`src/accel_geom_pkg.sv`:
```
package accel_geom_pkg;

    //////////////////////////////////////////////////////////////////////
    // Row buffer and engine geometry
    //////////////////////////////////////////////////////////////////////

    localparam int ROW_BUF_DEPTH  = 1024;
    localparam int ROW_IDX_W      = $clog2(ROW_BUF_DEPTH);

    // Four AWEs with two CEs each
    localparam int NUM_AWE        = 4;
    localparam int NUM_CE_PER_AWE = 2;
    localparam int NUM_CE         = NUM_AWE * NUM_CE_PER_AWE;

    localparam int KERNEL_IDX_W   = 4;
    localparam int PFB_COUNT_W    = 10;
    localparam int SEQ_ADDR_W     = 12;

    // 3x3 window, one tap per cycle
    localparam int WINDOW_CYCLES  = 9;
    localparam int CYCLE_CNT_W    = $clog2(WINDOW_CYCLES);

    // Rows held before the first pass
    localparam int PRIME_ROWS       = 4;
    localparam int SEQ_READ_LATENCY = 3;

endpackage

```
`src/quad_ctrl_pkg.sv`:
```
package quad_ctrl_pkg;

    //////////////////////////////////////////////////////////////////////
    // Control state and sequencing
    //////////////////////////////////////////////////////////////////////

    localparam int STATE_W      = 6;

    // Two-bit row phase behind the Gray output
    localparam int PHASE_W      = 2;

    // Extra read-enable cycles so the BRAM pipeline empties
    localparam int RDEN_STRETCH = 2;

    typedef enum logic [STATE_W-1:0] {
        ST_IDLE          = 6'b000001,
        ST_PRIME_BUFFER  = 6'b000010,
        ST_WAIT_PFB_LOAD = 6'b000100,
        ST_ACTIVE        = 6'b001000,
        ST_WAIT_JOB_DONE = 6'b010000,
        ST_SEND_COMPLETE = 6'b100000
    } ctrl_state_t;

endpackage

```
`src/pfb_if.sv`:
```
`timescale 1ns/1ps

interface pfb_if;

    // Sequencer side
    logic load;
    logic read_run;

    // Tracker side
    logic empty;
    logic full;
    logic rows_done;

    modport seq (
        output load,
        output read_run,
        input  empty,
        input  full,
        input  rows_done
    );

    modport tracker (
        input  load,
        input  read_run,
        output empty,
        output full,
        output rows_done
    );

endinterface

```
`src/job_sequencer.sv`:
```
`timescale 1ns/1ps

module job_sequencer (
    input  logic                                   clk,
    input  logic                                   rst,
    input  logic                                   job_start,
    input  logic                                   job_fetch_ack,
    input  logic                                   job_fetch_complete,
    input  logic                                   job_complete_ack,
    input  logic                                   pipeline_flushed,
    input  logic                                   pass_drained,
    input  logic [accel_geom_pkg::ROW_IDX_W-1:0]   input_row,
    input  logic [accel_geom_pkg::PFB_COUNT_W-1:0] pfb_count,
    pfb_if.seq                                     pfb,
    output logic                                   job_accept,
    output logic                                   job_fetch_request,
    output logic                                   job_fetch_in_progress,
    output logic                                   job_complete,
    output quad_ctrl_pkg::ctrl_state_t             state,
    output logic                                   pass_start,
    output logic                                   job_end
);
    import accel_geom_pkg::*;
    import quad_ctrl_pkg::*;

    ctrl_state_t return_state;
    logic        fetch_acked;
    logic        fetch_taken;

    assign fetch_taken  = job_fetch_request && job_fetch_ack;
    assign pfb.load     = job_fetch_complete && job_fetch_in_progress;
    assign pfb.read_run = (state == ST_PRIME_BUFFER) || (state == ST_ACTIVE);

    always_ff @(posedge clk) begin
        if (rst) begin
            job_fetch_in_progress <= 1'b0;
        end else if (fetch_taken) begin
            job_fetch_in_progress <= 1'b1;
        end else if (job_fetch_complete) begin
            job_fetch_in_progress <= 1'b0;
        end
    end

    //////////////////////////////////////////////////////////////////////
    // Job FSM
    //////////////////////////////////////////////////////////////////////

    always_ff @(posedge clk) begin
        if (rst) begin
            state             <= ST_IDLE;
            return_state      <= ST_PRIME_BUFFER;
            fetch_acked       <= 1'b0;
            job_accept        <= 1'b0;
            job_fetch_request <= 1'b0;
            job_complete      <= 1'b0;
            pass_start        <= 1'b0;
            job_end           <= 1'b0;
        end else begin
            job_accept <= 1'b0;
            pass_start <= 1'b0;
            job_end    <= 1'b0;
            case (state)
                ST_IDLE: begin
                    if (job_start) begin
                        job_accept <= 1'b1;
                        state      <= ST_PRIME_BUFFER;
                    end
                end
                ST_PRIME_BUFFER: begin
                    if (input_row == ROW_IDX_W'(PRIME_ROWS - 1) && pfb.full) begin
                        pass_start <= 1'b1;
                        state      <= ST_ACTIVE;
                    end else if (pfb.empty) begin
                        return_state <= ST_PRIME_BUFFER;
                        state        <= ST_WAIT_PFB_LOAD;
                    end
                end
                ST_WAIT_PFB_LOAD: begin
                    // Request held until the ack is seen, once per visit
                    if (fetch_taken) begin
                        job_fetch_request <= 1'b0;
                        fetch_acked       <= 1'b1;
                    end else if (!fetch_acked) begin
                        job_fetch_request <= 1'b1;
                    end
                    if (pfb.load) begin
                        fetch_acked <= 1'b0;
                        state       <= return_state;
                        pass_start  <= (return_state == ST_ACTIVE);
                    end
                end
                ST_ACTIVE: begin
                    if (pass_drained) begin
                        if (pfb.rows_done) begin
                            state <= ST_WAIT_JOB_DONE;
                        end else if (pfb.empty) begin
                            return_state <= ST_ACTIVE;
                            state        <= ST_WAIT_PFB_LOAD;
                        end else begin
                            pass_start <= 1'b1;
                        end
                    end
                end
                ST_WAIT_JOB_DONE: begin
                    if (pipeline_flushed) begin
                        job_complete <= 1'b1;
                        state        <= ST_SEND_COMPLETE;
                    end
                end
                ST_SEND_COMPLETE: begin
                    if (job_complete_ack) begin
                        job_complete <= 1'b0;
                        job_end      <= 1'b1;
                        state        <= ST_IDLE;
                    end
                end
                default: begin
                    state <= ST_IDLE;
                end
            endcase
        end
    end

    // A new fetch only starts on a drained PFB with no fetch outstanding
    a_fetch_rise: assert property (@(posedge clk) disable iff (rst)
        $rose(job_fetch_request) |-> (!job_fetch_in_progress && pfb_count == '0));

    a_state_onehot: assert property (@(posedge clk) disable iff (rst)
        $onehot(state));

endmodule

```
`src/input_window_tracker.sv`:
```
`timescale 1ns/1ps

module input_window_tracker (
    input  logic                                   clk,
    input  logic                                   rst,
    input  logic [accel_geom_pkg::ROW_IDX_W-1:0]   num_expd_input_cols,
    input  logic [accel_geom_pkg::ROW_IDX_W-1:0]   num_expd_input_rows,
    input  logic [accel_geom_pkg::PFB_COUNT_W-1:0] pfb_full_count,
    input  logic                                   job_complete_ack,
    pfb_if.tracker                                 pfb,
    output logic                                   pfb_rden,
    output logic [accel_geom_pkg::ROW_IDX_W-1:0]   input_row,
    output logic [accel_geom_pkg::ROW_IDX_W-1:0]   input_col,
    output logic [accel_geom_pkg::PFB_COUNT_W-1:0] pfb_count
);
    import accel_geom_pkg::*;

    assign pfb.empty     = (pfb_count == '0);
    assign pfb.full      = (pfb_count == pfb_full_count);
    assign pfb.rows_done = (input_row > num_expd_input_rows);

    // One read already in flight counts against the occupancy
    always_ff @(posedge clk) begin
        if (rst) begin
            pfb_rden <= 1'b0;
        end else begin
            pfb_rden <= pfb.read_run && (pfb_count > PFB_COUNT_W'(pfb_rden));
        end
    end

    always_ff @(posedge clk) begin
        if (rst) begin
            pfb_count <= '0;
        end else if (job_complete_ack) begin
            pfb_count <= '0;
        end else if (pfb.load) begin
            pfb_count <= pfb_full_count;
        end else if (pfb_rden) begin
            pfb_count <= pfb_count - 1'b1;
        end
    end

    // Column wraps on the read that lands on the last expanded column
    always_ff @(posedge clk) begin
        if (rst) begin
            input_row <= '0;
            input_col <= '0;
        end else if (job_complete_ack) begin
            input_row <= '0;
            input_col <= '0;
        end else if (pfb_rden) begin
            if (input_col == num_expd_input_cols) begin
                input_col <= '0;
                input_row <= input_row + 1'b1;
            end else begin
                input_col <= input_col + 1'b1;
            end
        end
    end

    a_no_read_empty: assert property (@(posedge clk) disable iff (rst)
        pfb_rden |-> (pfb_count != '0));

endmodule

```
`src/pix_seq_reader.sv`:
```
`timescale 1ns/1ps

module pix_seq_reader (
    input  logic                                    clk,
    input  logic                                    rst,
    input  logic                                    pass_start,
    input  logic                                    job_end,
    input  logic                                    pass_drained,
    input  logic [accel_geom_pkg::SEQ_ADDR_W-1:0]   pix_seq_data_full_count,
    output logic                                    seq_rden_req,
    output logic                                    pix_seq_bram_rden,
    output logic [accel_geom_pkg::SEQ_ADDR_W-1:0]   pix_seq_bram_rd_addr,
    output logic [accel_geom_pkg::CYCLE_CNT_W-1:0]  cycle_counter,
    output logic                                    window_end,
    output logic [quad_ctrl_pkg::PHASE_W-1:0]       gray_code
);
    import accel_geom_pkg::*;
    import quad_ctrl_pkg::*;

    logic [SEQ_ADDR_W-1:0]   remaining;
    logic [RDEN_STRETCH-1:0] req_d;
    logic [PHASE_W-1:0]      phase;

    assign seq_rden_req      = (remaining != '0);
    assign window_end        = seq_rden_req &&
                               (cycle_counter == CYCLE_CNT_W'(WINDOW_CYCLES - 1));
    assign pix_seq_bram_rden = seq_rden_req || (|req_d);
    assign gray_code         = phase ^ (phase >> 1);

    //////////////////////////////////////////////////////////////////////
    // Sequence address, one full sweep per pass
    //////////////////////////////////////////////////////////////////////

    always_ff @(posedge clk) begin
        if (rst) begin
            remaining            <= '0;
            pix_seq_bram_rd_addr <= '0;
        end else if (pass_start) begin
            remaining            <= pix_seq_data_full_count;
            pix_seq_bram_rd_addr <= '0;
        end else if (seq_rden_req) begin
            remaining            <= remaining - 1'b1;
            pix_seq_bram_rd_addr <= pix_seq_bram_rd_addr + 1'b1;
        end
    end

    always_ff @(posedge clk) begin
        if (rst) begin
            req_d <= '0;
        end else begin
            req_d[0] <= seq_rden_req;
            for (int i = 1; i < RDEN_STRETCH; i++) begin
                req_d[i] <= req_d[i-1];
            end
        end
    end

    // Window tap index
    always_ff @(posedge clk) begin
        if (rst) begin
            cycle_counter <= '0;
        end else if (pass_start) begin
            cycle_counter <= '0;
        end else if (seq_rden_req) begin
            cycle_counter <= window_end ? '0 : cycle_counter + 1'b1;
        end
    end

    always_ff @(posedge clk) begin
        if (rst) begin
            phase <= '0;
        end else if (job_end) begin
            phase <= '0;
        end else if (pass_drained) begin
            phase <= phase + 1'b1;
        end
    end

    a_addr_range: assert property (@(posedge clk) disable iff (rst)
        seq_rden_req |-> (pix_seq_bram_rd_addr < pix_seq_data_full_count));

endmodule

```
`src/ce_dispatch.sv`:
```
`timescale 1ns/1ps

module ce_dispatch (
    input  logic                                    clk,
    input  logic                                    rst,
    input  logic                                    seq_rden_req,
    input  logic                                    window_end,
    input  logic [accel_geom_pkg::ROW_IDX_W-1:0]    num_output_cols,
    input  logic [accel_geom_pkg::KERNEL_IDX_W-1:0] num_kernels,
    output logic [accel_geom_pkg::NUM_CE-1:0]       ce_execute,
    output logic [accel_geom_pkg::NUM_CE-1:0]       next_kernel,
    output logic                                    ctrl_last_kernel,
    output logic                                    pass_drained
);
    import accel_geom_pkg::*;

    logic [SEQ_READ_LATENCY-2:0] lat_q;
    logic [ROW_IDX_W-1:0]        output_col;
    logic [KERNEL_IDX_W-1:0]     kernel_group;
    logic                        exec_busy;
    logic                        last_col;

    assign last_col         = (output_col == num_output_cols - 1'b1);
    assign ctrl_last_kernel = (kernel_group == num_kernels);
    assign pass_drained     = exec_busy && !(|ce_execute);

    //////////////////////////////////////////////////////////////////////
    // Execute and next-kernel chains, one CE further per cycle
    //////////////////////////////////////////////////////////////////////

    always_ff @(posedge clk) begin
        if (rst) begin
            lat_q       <= '0;
            ce_execute  <= '0;
            next_kernel <= '0;
            exec_busy   <= 1'b0;
        end else begin
            // Covers the sequence BRAM read latency
            lat_q[0] <= seq_rden_req;
            for (int i = 1; i < SEQ_READ_LATENCY - 1; i++) begin
                lat_q[i] <= lat_q[i-1];
            end
            ce_execute  <= {ce_execute[NUM_CE-2:0], lat_q[SEQ_READ_LATENCY-2]};
            next_kernel <= {next_kernel[NUM_CE-2:0], window_end && last_col};
            exec_busy   <= |ce_execute;
        end
    end

    // Output column, realigned at each pass
    always_ff @(posedge clk) begin
        if (rst) begin
            output_col <= '0;
        end else if (pass_drained) begin
            output_col <= '0;
        end else if (window_end) begin
            output_col <= last_col ? '0 : output_col + 1'b1;
        end
    end

    always_ff @(posedge clk) begin
        if (rst) begin
            kernel_group <= '0;
        end else if (window_end) begin
            kernel_group <= ctrl_last_kernel ? '0 : kernel_group + 1'b1;
        end
    end

endmodule

```
`src/quad_ctrl_top.sv`:
```
`timescale 1ns/1ps

module quad_ctrl_top (
    input  logic                                    clk,
    input  logic                                    rst,
    input  logic [accel_geom_pkg::ROW_IDX_W-1:0]    num_expd_input_cols,
    input  logic [accel_geom_pkg::ROW_IDX_W-1:0]    num_expd_input_rows,
    input  logic [accel_geom_pkg::ROW_IDX_W-1:0]    num_output_cols,
    input  logic                                    job_start,
    input  logic                                    job_fetch_ack,
    input  logic                                    job_fetch_complete,
    input  logic [accel_geom_pkg::PFB_COUNT_W-1:0]  pfb_full_count,
    input  logic [accel_geom_pkg::SEQ_ADDR_W-1:0]   pix_seq_data_full_count,
    input  logic [accel_geom_pkg::KERNEL_IDX_W-1:0] num_kernels,
    input  logic                                    job_complete_ack,
    input  logic                                    pipeline_flushed,
    output logic                                    job_accept,
    output logic                                    job_fetch_request,
    output logic                                    job_fetch_in_progress,
    output logic                                    job_complete,
    output quad_ctrl_pkg::ctrl_state_t              state,
    output logic [accel_geom_pkg::ROW_IDX_W-1:0]    input_row,
    output logic [accel_geom_pkg::ROW_IDX_W-1:0]    input_col,
    output logic                                    pfb_rden,
    output logic                                    pix_seq_bram_rden,
    output logic [accel_geom_pkg::SEQ_ADDR_W-1:0]   pix_seq_bram_rd_addr,
    output logic [accel_geom_pkg::CYCLE_CNT_W-1:0]  cycle_counter,
    output logic [quad_ctrl_pkg::PHASE_W-1:0]       gray_code,
    output logic [accel_geom_pkg::NUM_CE-1:0]       ce_execute,
    output logic [accel_geom_pkg::NUM_CE-1:0]       next_kernel,
    output logic                                    ctrl_last_kernel
);
    import accel_geom_pkg::*;

    logic                   pass_start;
    logic                   pass_drained;
    logic                   seq_rden_req;
    logic                   window_end;
    logic                   job_end;
    logic [PFB_COUNT_W-1:0] pfb_count;

    pfb_if pfb_bus ();

    job_sequencer job_sequencer_inst (
        .clk                   (clk),
        .rst                   (rst),
        .job_start             (job_start),
        .job_fetch_ack         (job_fetch_ack),
        .job_fetch_complete    (job_fetch_complete),
        .job_complete_ack      (job_complete_ack),
        .pipeline_flushed      (pipeline_flushed),
        .pass_drained          (pass_drained),
        .input_row             (input_row),
        .pfb_count             (pfb_count),
        .pfb                   (pfb_bus.seq),
        .job_accept            (job_accept),
        .job_fetch_request     (job_fetch_request),
        .job_fetch_in_progress (job_fetch_in_progress),
        .job_complete          (job_complete),
        .state                 (state),
        .pass_start            (pass_start),
        .job_end               (job_end)
    );

    input_window_tracker input_window_tracker_inst (
        .clk                 (clk),
        .rst                 (rst),
        .num_expd_input_cols (num_expd_input_cols),
        .num_expd_input_rows (num_expd_input_rows),
        .pfb_full_count      (pfb_full_count),
        .job_complete_ack    (job_complete_ack),
        .pfb                 (pfb_bus.tracker),
        .pfb_rden            (pfb_rden),
        .input_row           (input_row),
        .input_col           (input_col),
        .pfb_count           (pfb_count)
    );

    pix_seq_reader pix_seq_reader_inst (
        .clk                     (clk),
        .rst                     (rst),
        .pass_start              (pass_start),
        .job_end                 (job_end),
        .pass_drained            (pass_drained),
        .pix_seq_data_full_count (pix_seq_data_full_count),
        .seq_rden_req            (seq_rden_req),
        .pix_seq_bram_rden       (pix_seq_bram_rden),
        .pix_seq_bram_rd_addr    (pix_seq_bram_rd_addr),
        .cycle_counter           (cycle_counter),
        .window_end              (window_end),
        .gray_code               (gray_code)
    );

    ce_dispatch ce_dispatch_inst (
        .clk              (clk),
        .rst              (rst),
        .seq_rden_req     (seq_rden_req),
        .window_end       (window_end),
        .num_output_cols  (num_output_cols),
        .num_kernels      (num_kernels),
        .ce_execute       (ce_execute),
        .next_kernel      (next_kernel),
        .ctrl_last_kernel (ctrl_last_kernel),
        .pass_drained     (pass_drained)
    );

endmodule

```
`config.mk`:
```
export PLATFORM = sky130hd
export DESIGN_NAME = quad_ctrl_top
export DESIGN_NICKNAME = d
export VERILOG_FILES = /design/src/accel_geom_pkg.sv /design/src/quad_ctrl_pkg.sv /design/src/pfb_if.sv /design/src/job_sequencer.sv /design/src/input_window_tracker.sv /design/src/pix_seq_reader.sv /design/src/ce_dispatch.sv /design/src/quad_ctrl_top.sv
export SDC_FILE = /design/constraint.sdc
export NUM_CORES = 1
export LEC_CHECK = 0
export BUFFER_PORTS_ARGS = -buffer_cell sky130_fd_sc_hd__buf_2
export CAP_MARGIN = 20
export CORE_ASPECT_RATIO = 1.4
export CORE_MARGIN = 2
export CORE_UTILIZATION = 50
export CTS_BUF_LIST = sky130_fd_sc_hd__clkbuf_2 sky130_fd_sc_hd__clkbuf_4 sky130_fd_sc_hd__clkbuf_8
export CTS_CLUSTER_SIZE = 14
export DETAILED_ROUTE_END_ITERATION = 6
export GPL_ROUTABILITY_DRIVEN = 1
export PLACE_DENSITY_LB_ADDON = 0.1
export SYNTH_ARGS = -nofsm -noshare
export SYNTH_HDL_FRONTEND = slang
export SYNTH_SLANG_ARGS = --single-unit
```
`constraint.sdc`:
```
create_clock -name clk -period 3.27 [get_ports clk]
set_clock_uncertainty 0.1 [all_clocks]
set_input_delay 0.4905 -clock clk [delete_from_list [all_inputs] [get_ports clk]]
set_output_delay 0.4905 -clock clk [all_outputs]
set_load 0.01 [all_outputs]
```
Word level (Yosys, flattened, before mapping):

Cells that the tools add are included.

* register bits: 115
* bits of input ports: 63

* add/subtract/negate cells: 10
* magnitude comparators: 2
* eq/ne operators: 23
* multiplexer cells: 40
* bitwise logic cells: 3
* reduce and logical (&&, ||, !) cells: 32

Operators by type and width (number)
* $mux 6: 13
* $mux 10: 4
* $pmux 6 s6: 1
* $add 10x1->10 const B: 3
* $eq 10x10->1: 3
* $mux 12: 2
* $sub 10x1->10 const B: 2
* $mux 1: 15
* $reduce_or 2->1: 7
* $add 12x1->12 const B: 1
* $eq 6x4->1 const B: 2
* $ne 2x2->1 const B: 6
* $pmux 6 s2: 1
* $reduce_bool 12->1: 1
* $reduce_bool 2->1: 6
* $sub 12x1->12 const B: 1
* $eq 10x2->1 const B: 1
* $gt 10x1->1: 1
* $gt 10x10->1: 1
* $logic_not 10->1: 1
* $add 4x1->4 const B: 2
* $mux 4: 2
* $ne 2x1->1 const B: 4
* $reduce_or 8->1: 1
* other kinds (19): 29

Longest topological paths before layout:

* depth in word-level cells: 5
* gate-level depth with buffers: 9
* gate-level depth less buffers: 8

By module:

Synthesis repeated with hierarchy kept, for this count alone.

* cells, all modules: 691
* area, all modules: 6107.1 µm²

By module, submodules not included
* input_window_tracker: times used 1, cells each 242, area an instance 2070.7 µm²
* pix_seq_reader: times used 1, cells each 196, area an instance 1685.4 µm²
* ce_dispatch: times used 1, cells each 161, area an instance 1556.5 µm²
* job_sequencer: times used 1, cells each 92, area an instance 794.5 µm²

Worst setup path after synthesis:

No wires, ideal clock.

* kind: input to register
* start point: input port num_output_cols[0] (netlist name)
* end point: register ce_dispatch_inst.output_col[0]
* setup time: 0.131 ns
* data arrival time: 2.288 ns
* required time: 3.039 ns
* setup slack: 0.752 ns
* stages: 9
* cells stage by stage: buf_6 > inv_1 > ha_1 > and2b_1 > or3_2 > a31oi_1 > o211ai_2 > o31ai_4 > nor2_1

* longest elaborated chain between the ends: 3

Ends and longest elaborated chain
* start: declaration: line quad_ctrl_top.sv:8 `input logic [accel_geom_pkg::ROW_IDX_W-1:0] num_output_cols,`
* $sub 10x1->10: line ce_dispatch.sv:23 `assign last_col = (output_col == num_output_cols - 1'b1);`
* $eq 10x10->1: line ce_dispatch.sv:23
* $mux 10: line ce_dispatch.sv:56 `output_col <= last_col ? '0 : output_col + 1'b1;`
* end signal: assignment: line ce_dispatch.sv:56
* end: declaration: line ce_dispatch.sv:18 `logic [ROW_IDX_W-1:0] output_col;`

Every way passes these cells.
A chain may end at the register's enable or synchronous reset.

Final worst setup path:

* start point: register pix_seq_reader_inst.remaining[0]
* end point: output port pix_seq_bram_rden

* longest elaborated chain between the ends: 2

Ends and longest elaborated chain
* start: declaration: line pix_seq_reader.sv:20 `logic [SEQ_ADDR_W-1:0] remaining;`
* start signal: assignment: line pix_seq_reader.sv:39 `remaining <= pix_seq_data_full_count;`
* start signal: assignment: line pix_seq_reader.sv:42 `remaining <= remaining - 1'b1;`
* $reduce_bool 12->1: line pix_seq_reader.sv:24 `assign seq_rden_req = (remaining != '0);`
* $logic_or 1x1->1: line pix_seq_reader.sv:27 `assign pix_seq_bram_rden = seq_rden_req || (|req_d);`
* end: declaration: line quad_ctrl_top.sv:25 `output logic pix_seq_bram_rden,`

Every way passes these cells.

==> summary.txt <==
Worst setup path
  • Worst Path Arrival: 2290 ps
  • R2r setup slk: 810 ps
  • Max incr delay on CP: roughly 560 ps
  • Worst EP required: around 2700 ps
  • Startpoint Class: register
  • CP Max Fanout: 7
  • CP cell instances: inv_1 -> ha_1 -> nor4b_1 -> nand3_1 -> or3_1 -> buf_2
  • WS Path Type: reg -> out
  • Slowest CP cell: nor4b_1
  • CP endpoint kind: output port

Global route
  • First-pass GRT wire length: approximately 22000 um
  • Number of global-route vias before repair: around 5000
  • GRT Overall Usage: 0.2196
  • Largest net degree at the start of global routing: 26
  • Global route overflow: 0
  • Initial antenna violation count: 0

Power
  • Sequential share of power: 0.463
  • Static Leak: 2.794 nW
  • Net Switching: roughly 1.2 mW
  • Switching share of power: 0.3505
  • Pwr/cell area: 526.4 nW/um^2
  • Overall power: 3.471 mW
  • Clk pwr share: 0.228
  • Int Power: 2.254 mW
  • VDD IR max: 0.2708 mV
  • Logic gate share of total power: 0.309

Timing
  • RSZ-0062 raised after global routing: false
  • Final period util: 0.8809
  • Final Critical Period: 2881 ps
  • Relative slew slack: 0.5096
  • Final setup viols: 0
  • Fin. Hold Viols: 0
  • Setup tns final: 0 ps
  • Hold slack final: 247.8 ps
  • Worst-Margin Slew: approximately 730 ps
  • Final Max Tran Viols: 0
  • F_max: 347.1 MHz

Floorplan
  • Placeable Area: 11170 um^2
  • Die Ht: roughly 130 um
  • Row count: 46
  • Initial Util: 0.5076
  • Die Footprint: 12220 um^2
  • DIE WIDTH: 93.99 um
  • I/O pins: 130

Synthesis
  • Post-synth ARST share: 0
  • EDFF count, synth: 0
  • Syn avg cell area: 8.575 um^2
  • Seq/Total Area, Yosys: 0.3850
  • Post-synthesis xor/xnor area fraction: 0.1391
  • Synthesized cell area: between 5000 and 6000 um^2
  • Ranking of synthesized cells by area: dfxtp_1 38%, xnor2_1 7.0%, xor2_1 7.0%
  • Synth Area in Compound Gates: 0.1172
  • Mapped Cells: approximately 660
  • Adder-cell share of the synthesized area: 0.04636
  • Post-synthesis simple-gate area fraction: 0.2587
  • Largest family of logic cells by synthesized area: simple AND/OR/NAND/NOR gates
  • Mux share of post-synthesis cell area: 0.01236
  • Main synth FF type: dfxtp_1
  • Synthesis-stage register bit count: 109
  • Post-synth top area share: 0.3850
  • Post-Syn Nets: 745
  • Unique masters post-synth: 66
  • Synth area leader: dfxtp_1
  • YS warnings: 0

Clock tree
  • Clock-pin slew on the worst setup and hold paths: 110 ps
  • CTS max path bufs: 2
  • CTS Buf Count: 9
  • Root Driver: clkbuf_8
  • CTS sink cnt: 109
  • CTS resizes: 0
  • Clock Latency Late Sink: 380 ps
  • Post-CTS Setup Inserts: 0
  • Hold Buf Count CTS: 0
  • H-tree level count: 3
  • CTS tree: built

Route
  • Antenna-violating nets left: 0
  • DRC viols: 0
  • DRT iter0 DRCs: around 170
  • Drt wl/cell: 14.19 um
  • Via-to-Cell Ratio: 5.438
  • Via count: 5052
  • Pre-antenna DRT Iters: 4
  • Routed wire length: 13180 um

Final layout
  • # nets final: 864
  • Share of layout cells above drive strength 1: 0.2102
  • Fin util: 0.5905
  • Fin cells: 929
  • Register area: around 2200 um^2
  • Footprint of the multi-input gates: 3252 um^2
  • Ant. Diodes: 0
  • Area grow syn2layout: 16.34%
  • # fillers: 1028

Run
  • Max-cap violation count: 0

Placement
  • Inst Count DP: 913
  • Detail Placement HPWL: 10090 um
  • GPL Wtd Cong: between 0.8 and 0.9
  • Port Buffers: 129

Run status
  • Outcome: finished, final reports clean

Min path
  • Hold Path Class: in -> reg
## metal layers
metal,share of wire,track usage,wire (um)
met1,0.40,0.2452,5337
met2,0.53,0.4059,6924
met3,0.049,0.04619,643
met4,0.021,0.08269,276
met5,0,0,0
## sequential cells by signal (all words and copies together), names as in the netlist, 4 cells and up
signal / cells
ce_dispatch_inst.ce_execute: 8
ce_dispatch_inst.kernel_group: 4
ce_dispatch_inst.next_kernel: 8
ce_dispatch_inst.output_col: 10
input_window_tracker_inst.input_col: 10
input_window_tracker_inst.input_row: 10
input_window_tracker_inst.pfb_count: 10
job_sequencer_inst.state: 6
pix_seq_reader_inst.cycle_counter: 4
pix_seq_reader_inst.pix_seq_bram_rd_addr: 12
pix_seq_reader_inst.remaining: 12
## metrics by stage
step | setup slack, ps | cell area [um^2]
after global placement | 547.8 | 6402
after floorplan | 751.6 | 5668
after CTS | 346.6 | 6594
after global routing | 211.5 | 6594
after detailed placement | 425.8 | 6402
final | 389.4 | 6594
## cell usage after synthesis, types with 4 or more instances
cell	number
mux2i_1	7
o211ai_1	4
clkbuf_1	19
nor4b_1	4
a21oi_1	25
nand4_1	29
o21ai_0	12
ha_1	21
or3_1	9
nand2b_1	5
nand3_1	24
dfxtp_1	109
a31oi_1	6
nand2_1	43
inv_1	28
nor3_1	19
nor2b_1	18
and3_1	11
nor2_1	85
a211oi_1	17
nor3b_1	5
xor2_1	45
xnor2_1	45
nor4_1	11
nand3b_1	5
## placed cells by master (no fill, tap or decap), types with 2 or more instances in the layout
cell,n
xnor2_1,45
nand4b_1,2
xor2_1,45
nor2_1,85
o221a_2,3
o21ai_0,12
inv_1,28
nand4_1,29
nor3_1,19
and3_1,11
and2_1,3
a211oi_1,17
a311oi_1,3
a41oi_1,2
clkinvlp_4,2
or2_2,2
nor3b_1,5
buf_4,5
nor4_1,11
a21oi_1,25
a31oi_1,6
dfxtp_1,109
nand2b_1,5
nand3_1,24
clkbuf_8,11
nand3b_1,5
nor2b_1,18
o211ai_1,4
o21a_1,3
clkinv_4,2
nor4b_1,4
ha_1,21
nand2_1,43
o31ai_1,2
mux2i_1,7
a21o_1,2
buf_2,129
or3_1,9
## layout make-up
type | count | share of cell area
Multi-Input combinational cell | 498 | 0.4932
Sequential cell | 109 | 0.3309
Timing Repair Buffer | 134 | 0.1036
Tap cell | 144 | 0.02732
Clock buffer | 12 | 0.02410
Inverter | 28 | 0.01594
Clock inverter | 4 | 0.004934
## path summary, 6_finish.rpt
path	startpoint	end	cells past startpoint
setup / recovery	pix_seq_reader_inst.remaining[0]$_SDFFE_PP0P_	pix_seq_bram_rden	6
hold / removal	pix_seq_data_full_count[5]	pix_seq_reader_inst.remaining[5]$_SDFFE_PP0P_	3
setup reg to reg	pix_seq_reader_inst.remaining[0]$_SDFFE_PP0P_	pix_seq_reader_inst.remaining[3]$_SDFFE_PP0P_	8
hold reg to reg	job_sequencer_inst.job_end$_SDFF_PP0_	pix_seq_reader_inst.phase[1]$_SDFFE_PP0P_	1
## worst max-delay path: cells and delay by family (launching register included)
family	cells	cell delay (ps)
buf+inv	2	210
simple gates	3	1070
fa+ha+maj	1	280
flops	1	350
## power groups by stage
stage               Sequential (mW)  Clock (mW)  Combinational, mW
detailed placement             1.63           0               1.07
floorplan                      1.62           0              0.797
CTS                            1.60       0.816               1.08
finish                         1.61       0.790               1.07
global placement               1.63           0               1.05
global route                   1.63       0.865               1.21
## kinds of logic (layout without fill, tap and decap cells)
kind of cell | after synthesis | count (layout)
AND/OR/NAND/NOR | 285 | 285
buffers and inverters | 54 | 178
XOR/XNOR | 90 | 90
adder cells (fa/ha/maj) | 21 | 21
AO/OA/AOI/OAI | 95 | 95
flip-flops | 109 | 109
multiplexers | 7 | 7
Power figures use the tool's default switching activity.
